<file path="src/rtg_video_cfg.svh">
`ifndef RTG_VIDEO_CFG_SVH
`define RTG_VIDEO_CFG_SVH

////////////////////////////////////////////////////////////
// video format widths
////////////////////////////////////////////////////////////

`define COLOR_W 8  // internal colour channel
`define OUT_W   6  // vga dac channel
`define WORD_W  16 // one stream word from the fifo
`define PIXW_W  4  // clocks per fetch, minus one
`define VBEND_W 7  // lines in the rtg vblank area

////////////////////////////////////////////////////////////
// osd colour codes, top two bits of each channel
////////////////////////////////////////////////////////////

`define OSD_ON_RG  2'b11 // lit pixel, red and green
`define OSD_ON_B   2'b11 // lit pixel, blue
`define OSD_OFF_RG 2'b00 // window background, red and green
`define OSD_OFF_B  2'b10 // background has a blue tint

`endif
</file>
<file path="src/rtg_ctrl_pkg.sv">
`include "rtg_video_cfg.svh"

package rtg_ctrl_pkg;

  ////////////////////////////////////////////////////////////
  // rtg control fields
  ////////////////////////////////////////////////////////////

  typedef logic [`PIXW_W-1:0] pixel_width_t; // clocks per fetch - 1
  typedef logic [`VBEND_W-1:0] vb_line_t;    // vblank height in lines

  // static mode set by the control logic
  typedef struct packed {
    logic         ena;         // rtg screen on
    logic         clut;        // 8 bit indexed, else hi-colour
    logic         ext;         // active area one clock longer
    pixel_width_t pixel_width; // fetch period - 1
    vb_line_t     vb_end;      // lines counted before fetch resumes
  } rtg_mode_t;

endpackage

</file>
<file path="src/rtg_video_pkg.sv">
`include "rtg_video_cfg.svh"

package rtg_video_pkg;

  ////////////////////////////////////////////////////////////
  // colour channels
  ////////////////////////////////////////////////////////////

  typedef logic [`COLOR_W-1:0] color_t;    // 8 bit channel
  typedef logic [`OUT_W-1:0] vga_color_t;  // truncated for the dac
  typedef logic [`WORD_W-1:0] rtg_word_t;  // rgb555 or two clut indices

  // full depth pixel
  typedef struct packed {
    color_t red;
    color_t green;
    color_t blue;
  } rgb_t;

  // pixel as it leaves the chip
  typedef struct packed {
    vga_color_t red;
    vga_color_t green;
    vga_color_t blue;
  } vga_rgb_t;

  ////////////////////////////////////////////////////////////
  // sync
  ////////////////////////////////////////////////////////////

  // levels, native syncs are active low
  typedef struct packed {
    logic hsync;
    logic vsync;
  } sync_t;

endpackage

</file>
<file path="src/rtg_video_top.sv">
`timescale 1ns/1ps

module rtg_video_top (
  input  logic                    clk_114,
  input  logic                    rst_n,
  input  rtg_ctrl_pkg::rtg_mode_t rtg_mode,    // static rtg mode
  input  logic                    hblank,
  input  logic                    vblank,
  input  rtg_video_pkg::sync_t    native_sync, // active low
  input  rtg_video_pkg::rgb_t     native_rgb,
  input  rtg_video_pkg::sync_t    sync_pol,
  input  logic                    osd_window,
  input  logic                    osd_pixel,
  input  rtg_video_pkg::rtg_word_t rtg_dat,    // fifo output
  input  rtg_video_pkg::rgb_t     clut_rgb,    // clut output
  output logic                    rtg_pixel,   // fifo read strobe
  output rtg_video_pkg::color_t   clut_idx,    // clut address
  output rtg_video_pkg::vga_rgb_t vga_rgb,
  output rtg_video_pkg::sync_t    vga_sync
);

  logic                clut_sel;     // byte phase
  logic                rtg_blank_d2; // blank aligned with rtg_rgb
  rtg_video_pkg::rgb_t rtg_rgb;      // decoded rtg colour

  ////////////////////////////////////////////////////////////
  // fetch timing
  ////////////////////////////////////////////////////////////

  rtg_fetch_timing rtg_fetch_timing_i (
    .clk_114      (clk_114),
    .rst_n        (rst_n),
    .mode         (rtg_mode),
    .hblank       (hblank),
    .vblank       (vblank),
    .hsync        (native_sync.hsync), // line clock for vblank count
    .rtg_pixel    (rtg_pixel),
    .clut_sel     (clut_sel),
    .rtg_blank_d2 (rtg_blank_d2)
  );

  ////////////////////////////////////////////////////////////
  // pixel decode
  ////////////////////////////////////////////////////////////

  rtg_pixel_decode rtg_pixel_decode_i (
    .clk_114   (clk_114),
    .rst_n     (rst_n),
    .clut_mode (rtg_mode.clut),
    .rtg_dat   (rtg_dat),
    .clut_sel  (clut_sel),
    .clut_rgb  (clut_rgb),
    .clut_idx  (clut_idx),
    .rtg_rgb   (rtg_rgb)
  );

  ////////////////////////////////////////////////////////////
  // mixer and output
  ////////////////////////////////////////////////////////////

  video_mixer video_mixer_i (
    .clk_114      (clk_114),
    .rst_n        (rst_n),
    .rtg_ena      (rtg_mode.ena),
    .rtg_blank_d2 (rtg_blank_d2),
    .rtg_rgb      (rtg_rgb),
    .native_rgb   (native_rgb),
    .native_sync  (native_sync),
    .sync_pol     (sync_pol),
    .osd_window   (osd_window),
    .osd_pixel    (osd_pixel),
    .vga_rgb      (vga_rgb),
    .vga_sync     (vga_sync)
  );

endmodule

</file>
<file path="src/video_mixer.sv">
`timescale 1ns/1ps
`include "rtg_video_cfg.svh"

module video_mixer (
  input  logic                    clk_114,
  input  logic                    rst_n,
  input  logic                    rtg_ena,      // rtg screen on
  input  logic                    rtg_blank_d2, // rtg blank, aligned
  input  rtg_video_pkg::rgb_t     rtg_rgb,      // decoded rtg colour
  input  rtg_video_pkg::rgb_t     native_rgb,   // chipset colour
  input  rtg_video_pkg::sync_t    native_sync,  // chipset syncs, active low
  input  rtg_video_pkg::sync_t    sync_pol,     // 1 inverts that sync
  input  logic                    osd_window,   // osd box area
  input  logic                    osd_pixel,    // osd foreground
  output rtg_video_pkg::vga_rgb_t vga_rgb,
  output rtg_video_pkg::sync_t    vga_sync
);

  rtg_video_pkg::rgb_t  mix_rgb;  // selected source
  rtg_video_pkg::rgb_t  osd_rgb;  // after overlay
  rtg_video_pkg::sync_t sync_q;   // aligned with mix_rgb
  logic [1:0]           osd_rg;   // code for red and green
  logic [1:0]           osd_b;    // code for blue

  // osd code on top, picture shifted down and dimmed
  function automatic rtg_video_pkg::color_t overlay(input rtg_video_pkg::color_t c,
                                                    input logic [1:0] code);
    overlay = {code, c[`COLOR_W-1:2]};
  endfunction

  // top bits only, the dac is narrower
  function automatic rtg_video_pkg::vga_color_t trunc(input rtg_video_pkg::color_t c);
    trunc = c[`COLOR_W-1 -: `OUT_W];
  endfunction

  ////////////////////////////////////////////////////////////
  // source select
  ////////////////////////////////////////////////////////////

  always_ff @(posedge clk_114 or negedge rst_n) begin
    if (!rst_n) begin
      mix_rgb <= '0;
      sync_q  <= '0;
    end else begin
      mix_rgb <= (rtg_ena && !rtg_blank_d2) ? rtg_rgb : native_rgb; // native in borders
      sync_q  <= native_sync;
    end
  end

  ////////////////////////////////////////////////////////////
  // osd overlay and output register
  ////////////////////////////////////////////////////////////

  assign osd_rg = osd_pixel ? `OSD_ON_RG : `OSD_OFF_RG;
  assign osd_b  = osd_pixel ? `OSD_ON_B : `OSD_OFF_B;

  assign osd_rgb.red   = osd_window ? overlay(mix_rgb.red, osd_rg) : mix_rgb.red;
  assign osd_rgb.green = osd_window ? overlay(mix_rgb.green, osd_rg) : mix_rgb.green;
  assign osd_rgb.blue  = osd_window ? overlay(mix_rgb.blue, osd_b) : mix_rgb.blue;

  always_ff @(posedge clk_114 or negedge rst_n) begin
    if (!rst_n) begin
      vga_rgb  <= '0;
      vga_sync <= '0;
    end else begin
      vga_rgb.red   <= trunc(osd_rgb.red);
      vga_rgb.green <= trunc(osd_rgb.green);
      vga_rgb.blue  <= trunc(osd_rgb.blue);
      vga_sync      <= sync_q ^ sync_pol; // monitor polarity
    end
  end

endmodule

</file>
<file path="src/rtg_pixel_decode.sv">
`timescale 1ns/1ps
`include "rtg_video_cfg.svh"

module rtg_pixel_decode (
  input  logic                     clk_114,
  input  logic                     rst_n,
  input  logic                     clut_mode, // indexed, else rgb555
  input  rtg_video_pkg::rtg_word_t rtg_dat,   // fifo output word
  input  logic                     clut_sel,  // byte phase from timing
  input  rtg_video_pkg::rgb_t      clut_rgb,  // clut value for clut_idx
  output rtg_video_pkg::color_t    clut_idx,  // to the clut memory
  output rtg_video_pkg::rgb_t      rtg_rgb    // decoded colour
);

  logic                clut_sel_d; // matches clut read latency
  rtg_video_pkg::rgb_t hi_rgb;     // rgb555 expanded

  // 5 bit field to 8 bits, low bits repeat the top of the field
  function automatic rtg_video_pkg::color_t expand5(input logic [4:0] field);
    expand5 = {field, field[4:2]};
  endfunction

  ////////////////////////////////////////////////////////////
  // index select and hi-colour expand
  ////////////////////////////////////////////////////////////

  assign clut_idx = clut_sel_d ? rtg_dat[`COLOR_W-1:0]            // second pixel
                               : rtg_dat[`WORD_W-1 -: `COLOR_W];  // first pixel

  assign hi_rgb.red   = expand5(rtg_dat[14:10]);
  assign hi_rgb.green = expand5(rtg_dat[9:5]);
  assign hi_rgb.blue  = expand5(rtg_dat[4:0]); // bit 15 unused

  always_ff @(posedge clk_114 or negedge rst_n) begin
    if (!rst_n) begin
      clut_sel_d <= 1'b0;
      rtg_rgb    <= '0;
    end else begin
      clut_sel_d <= clut_sel;
      if (clut_mode) begin
        rtg_rgb <= clut_rgb; // palette lookup
      end else begin
        rtg_rgb <= hi_rgb;   // direct colour
      end
    end
  end

endmodule

</file>
<file path="src/rtg_fetch_timing.sv">
`timescale 1ns/1ps

module rtg_fetch_timing (
  input  logic                   clk_114,
  input  logic                   rst_n,
  input  rtg_ctrl_pkg::rtg_mode_t mode,         // static rtg mode
  input  logic                   hblank,       // chipset hblank
  input  logic                   vblank,       // chipset vblank
  input  logic                   hsync,        // native hsync, active low
  output logic                   rtg_pixel,    // fetch strobe to the fifo
  output logic                   clut_sel,     // second clut byte phase
  output logic                   rtg_blank_d2  // blank, two clocks late
);

  rtg_ctrl_pkg::pixel_width_t pix_ctr;   // clocks since last fetch
  rtg_ctrl_pkg::pixel_width_t half_width; // clut byte switch point
  rtg_ctrl_pkg::vb_line_t     vb_ctr;    // lines since vblank
  logic                       vb_flag;   // rtg vblank area
  logic                       hsync_d;   // edge detect
  logic                       hsync_rise;
  logic                       rtg_blank;
  logic                       rtg_blank_d;

  ////////////////////////////////////////////////////////////
  // blank and fetch strobe
  ////////////////////////////////////////////////////////////

  assign rtg_blank  = vb_flag | hblank;
  assign half_width = mode.pixel_width >> 1;

  // fetch on counter match, ext lets one more fetch past blank start
  assign rtg_pixel = mode.ena &&
                     (!rtg_blank || (mode.ext && !rtg_blank_d)) &&
                     (pix_ctr == mode.pixel_width);

  always_ff @(posedge clk_114 or negedge rst_n) begin
    if (!rst_n) begin
      pix_ctr      <= '0;
      clut_sel     <= 1'b0;
      rtg_blank_d  <= 1'b0;
      rtg_blank_d2 <= 1'b0;
    end else begin
      rtg_blank_d  <= rtg_blank;   // for ext check
      rtg_blank_d2 <= rtg_blank_d; // lines up with decoded colour
      if (pix_ctr == half_width) begin
        clut_sel <= 1'b1; // second index halfway through the fetch
      end
      if (rtg_blank || rtg_pixel) begin
        pix_ctr  <= '0;   // restart period
        clut_sel <= 1'b0; // back to the high byte
      end else begin
        pix_ctr <= pix_ctr + 1'b1;
      end
    end
  end

  ////////////////////////////////////////////////////////////
  // vblank line counter
  ////////////////////////////////////////////////////////////

  // counts native lines after chipset vblank ends
  assign hsync_rise = hsync & ~hsync_d;

  always_ff @(posedge clk_114 or negedge rst_n) begin
    if (!rst_n) begin
      hsync_d <= 1'b0;
      vb_flag <= 1'b0;
      vb_ctr  <= '0;
    end else begin
      hsync_d <= hsync;
      if (vblank) begin
        vb_flag <= 1'b1; // hold off fetch
        vb_ctr  <= '0;
      end else if (vb_ctr == mode.vb_end) begin
        vb_flag <= 1'b0; // enough lines, release
      end else if (hsync_rise) begin
        vb_ctr <= vb_ctr + 1'b1;
      end
    end
  end

endmodule

</file>
<file path="config.mk">
export PLATFORM = sky130hd
export DESIGN_NAME = rtg_video_top
export DESIGN_NICKNAME = d
export VERILOG_FILES = /design/src/rtg_ctrl_pkg.sv /design/src/rtg_video_pkg.sv /design/src/rtg_video_top.sv /design/src/video_mixer.sv /design/src/rtg_pixel_decode.sv /design/src/rtg_fetch_timing.sv
export VERILOG_INCLUDE_DIRS = /design/src
export SDC_FILE = /design/constraint.sdc
export NUM_CORES = 1
export LEC_CHECK = 0
export BUFFER_PORTS_ARGS = -buffer_cell sky130_fd_sc_hd__buf_2
export CORE_MARGIN = 5
export CORE_UTILIZATION = 40
export CTS_CLUSTER_SIZE = 40
export DETAILED_ROUTE_END_ITERATION = 10
export GPL_TIMING_DRIVEN = 0
export PLACE_DENSITY = 0.77
export SLEW_MARGIN = 20
export SYNTH_ARGS = -nofsm -noshare
export SYNTH_HDL_FRONTEND = slang
export SYNTH_HIERARCHICAL = 1
export SYNTH_SLANG_ARGS = --single-unit
</file>
<file path="constraint.sdc">
create_clock -name clk_114 -period 2.1 [get_ports clk_114]
set_input_delay 0.105 -clock clk_114 [delete_from_list [all_inputs] [get_ports clk_114]]
set_output_delay 0.105 -clock clk_114 [all_outputs]
set_load 0.01 [all_outputs]
</file>
# Word level (Yosys, flattened, before mapping)
# Cells that the tools add are included.
# totals
register_bits	86
inputBits	88
output_inout_bits	29
elab_cells	59
# classes
add_sub_neg	2
eq_ne	4
mux	16
n_bitwise	4
reduce_logical	13
# ops
cell	n
$mux W24	2
$mux W8	4
$mux W7	3
$add A7 B1 Y7 const B	1
$eq A7 B7 Y1	1
$reduce_bool A2 Y1	3
$mux W1	5
$add A4 B1 Y4 const B	1
$eq A4 B3 Y1	1
$eq A4 B4 Y1	1
$logic_and A1 B1 Y1	4
$mux W4	1
$logic_not A1 Y1	3
$logic_or A1 B1 Y1	2
$mux W2	1
$ne A2 B2 Y1 const B	1
$reduce_and A2 Y1	1
$xor A2 B2 Y2	1
$and A1 B1 Y1	1
$not A1 Y1	1
$or A1 B1 Y1	1

# Longest topological paths before layout
# logic_depth
ltp_word	7
mapped_depth	6
mapped_depth_nobuf	6

# Modules after synthesis
# The synthesis kept the hierarchy.
# modules_own_cells
module	n_inst	cells_per_inst	area_per_inst_um2	seq_area_each_um2
video_mixer	1	89	1505.2	1001.0
rtg_pixel_decode	1	61	1117.3	625.6
rtg_fetch_timing	1	84	889.6	400.4

# Least setup slack after synthesis
# No wires, ideal clock.
# synth_timing
kind	register to register
startpoint	register rtg_fetch_timing_i.vb_ctr[0]
endpoint	register rtg_fetch_timing_i.vb_ctr[5]
setup_time_ns	0.127
arrival_time_ns	1.384
t_required_ns	1.973
slack_ns	0.589
path_stages_with_launch	6
path_buffers	0
synth_period_minus_slack_ns	1.511
cell_sequence	dfrtp_1 -> xnor2_1 -> and4_4 -> a21oi_4 -> nand4_1 -> mux2_1
# synth_between
elab_chain_cells	4
elab_cells_between_ends	7
cone_classes	add/sub: 1; eq/ne: 2; mux: 3; reduce/logical: 1
# synth_rtl
element	line_no	source
from (decl)	rtg_fetch_timing.sv:17	rtg_ctrl_pkg::vb_line_t vb_ctr;
from (signal assigned)	rtg_fetch_timing.sv:77	vb_ctr <= vb_ctr + 1'b1;
$add A7 B1 Y7	rtg_fetch_timing.sv:77	
$mux W7	rtg_fetch_timing.sv:76	end else if (hsync_rise) begin
$mux W7	rtg_fetch_timing.sv:74	end else if (vb_ctr == mode.vb_end) begin
$mux W7	rtg_fetch_timing.sv:71	if (vblank) begin
# Several ways; a longest one is shown, not always the timed one. The select of a mux whose other input is x is not followed.
# A chain may end at the register's enable or synchronous reset.

# Worst setup path after layout
# layout_timing
startpoint	register rtg_fetch_timing_i.pix_ctr[2]
endpoint	output port rtg_pixel
# layout_between
elab_chain_cells	2
# layout_rtl
element	line_no	source
from (decl)	rtg_fetch_timing.sv:15	rtg_ctrl_pkg::pixel_width_t pix_ctr;
from (signal assigned)	rtg_fetch_timing.sv:52	pix_ctr <= pix_ctr + 1'b1;
$eq A4 B4 Y1	rtg_fetch_timing.sv:34	(pix_ctr == mode.pixel_width);
$logic_and A1 B1 Y1	rtg_fetch_timing.sv:33	(!rtg_blank || (mode.ext && !rtg_blank_d)) &&
to (decl)	rtg_video_top.sv:16	output logic rtg_pixel,
# Every way passes these cells.

==> results_dict.tcl <==
set metrics [dict create \
    worstSkewPairLatency_ns 0.33 \
    cts.sinks 75 \
    grt_pass1_wl_um 12400 \
    numCtsBuffers 9 \
    io_buffers 101 \
    start_util_pct 40.5 \
    hold_class "in2reg" \
    end_kind "output port" \
    rows 33 \
    first_pass_iters 4 \
    finalPower_mw 3.08 \
    worstPathArrival_ns 1.62 \
    syn-num-nets 312 \
    core_area_sq_um 8090 \
    worstMarginPinSlew_ns 0.285 \
    clock_path_buffers 2 \
    p_leak_nw 2.22 \
    cap_viol_max_count 0 \
    area_growth_syn_to_layout_pct 39.4 \
    h-tree-depth 3 \
    p_int_mw 2.34 \
    register_area_sq_um 1880 \
    drive_above_1_share_pct 50.0 \
    power_frac_comb_pct 13.6 \
    dieArea_sq_um 10100 \
    die_y_um 100 \
    grt_usage_pct 16.0 \
    setup_viol 0 \
    routed_wirelength_um 7450 \
    hold_violations 0 \
    max_slew_margin_pct 80.8 \
    criticalPathCategory "reg2out" \
    outcome "complete, no violations" \
    antenna_found_initial 0 \
    cts_resized 0 \
    power_density_nw_per_um2 675 \
    num-nets-final 467 \
    fin_hold_ws_ns 0.0194 \
    postPlaceCellArea_sq_um 3940 \
    grt_pass1_vias 2566 \
    swShare_pct 24.2 \
    max-vdd-ir-drop_uv 284 \
    yosysWarnings 6 \
    wire_per_inst_um 15.3 \
    final_cell_mix "buf_2 (102), dfrtp_1 (75), dlygate4sd3_1 (42)" \
    setup_tns_ns 0 \
    synth.avg_cell_area_sq_um 14.8 \
    fin_crit_sh_pct 82.1 \
    critPathRequiredTime_ns 2.00 \
    cp-start-kind "flop" \
    period_needed_ns 1.72 \
    fmax_mhz 580 \
    pin_count 117 \
    drtAntennaViolNets 0 \
    dpl.hpwl_um 5160 \
    dp.cells 429 \
    num-fill-cells 687 \
    multiInputGateArea_sq_um 1270 \
    cts-root-buf "clkbuf_8" \
    path_max_fanout 4 \
    cts.clk_slew.worst_paths_ns 0.08 \
    power_switching_mw 0.747 \
    grt-ovfl-total 0 \
    pwr-share-clk_pct 36.1 \
    cts_tree "done" \
    gp_congestion 0.854 \
    drc 0 \
    finalNonFillerCells 488 \
    netlist_instances 222 \
    grt_max_degree 60 \
    skew_ns 0.00792 \
    final_common_cell "buf_2" \
    fp.dieW_um 100 \
    rsz0062_at_grt "no" \
    pwr-share-seq_pct 50.3 \
    vias_per_cell 4.60 \
    vias 2247 \
    drt-initial-drc-count 41 \
    mappedNetlistArea_sq_um 3280 \
    stdcell_area_sq_um 4570 \
    slew_viol_final 0 \
]
==> what timing repair did <==
action | CTS | global route
setup buffers | 0 | 0
endpoints found under the hold margin | 114 | 2
hold buffers | 40 | 2
==> per-stage QoR <==
step                      utilization, %  setup WS [ns]
after floorplan                        -          0.589
after global placement              48.3          0.476
after detailed placement            48.7          0.437
after CTS                           56.1          0.335
after global routing                56.4          0.201
final                               56.4          0.376
==> final timing paths <==
check | start | endpoint | slack, ns | cells after the start
max | rtg_fetch_timing_i/pix_ctr[2] | rtg_pixel | 0.38 | 4
min | native_rgb[15] | video_mixer_i/mix_rgb[15] | 0.02 | 2
max reg2reg | rtg_fetch_timing_i/vb_ctr[0] | rtg_fetch_timing_i/vb_ctr[6] | 0.45 | 5
min reg2reg | rtg_fetch_timing_i/rtg_blank_d | rtg_fetch_timing_i/rtg_blank_d2 | 0.37 | 0
max in group asynchronous | rst_n | rtg_fetch_timing_i/vb_ctr[0] | 1.37 | 3
min in group asynchronous | rst_n | video_mixer_i/vga_rgb[12] | 0.18 | 2
==> per-layer routing <==
| metal | track usage [%] | part of all wire, % | vias up |
|---|---|---|---|
| li1 | - | - | 1067 |
| met1 | 16.9 | 37 | 1089 |
| met2 | 29.6 | 54 | 75 |
| met5 | 0 | 0 | - |
| met3 | 3.53 | 5.9 | 16 |
| met4 | 7.88 | 2.9 | 0 |
==> registers in the layout, summed over array words and instances (netlist names) <==
name and flops:
video_mixer_i/mix_rgb 18, rtg_fetch_timing_i/rtg_blank_d 1, rtg_pixel_decode_i/clut_sel_d 1, rtg_fetch_timing_i/vb_flag 1, rtg_fetch_timing_i/rtg_blank_d2 1, video_mixer_i/vga_sync 2, rtg_fetch_timing_i/hsync_d 1, rtg_fetch_timing_i/vb_ctr 7
rtg_pixel_decode_i/rtg_rgb 18, video_mixer_i/sync_q 2, rtg_fetch_timing_i/pix_ctr 4, rtg_fetch_timing_i/clut_sel 1, video_mixer_i/vga_rgb 18
==> layout make-up <==
cell class / instances / share of cell area (%)
flip-flops and latches: 75 / 41.1
multi-input cells: 132 / 27.8
repair buffers: 144 / 20.9
well taps: 105 / 2.88
clock buffers: 10 / 2.80
plain buffers: 9 / 2.36
clock inverters: 6 / 1.59
inverters: 6 / 0.493
diodes: 1 / 0.0548
==> critical path, cell delays in order (launching register included) <==
cell,delay (ns)
dfrtp_1,0.44
xor2_1,0.16
nor4_1,0.31
a21boi_0,0.22
buf_2,0.16
==> power by group through the flow <==
stage | logic, mW | registers, mW | clock network, mW
after floorplan | 0.163 | 1.59 | 0
after global placement | 0.338 | 1.58 | 0
after detailed placement | 0.355 | 1.58 | 0
after CTS | 0.418 | 1.55 | 1.15
after global routing | 0.457 | 1.56 | 1.22
final | 0.419 | 1.55 | 1.11
Power figures use the tool's default switching activity.
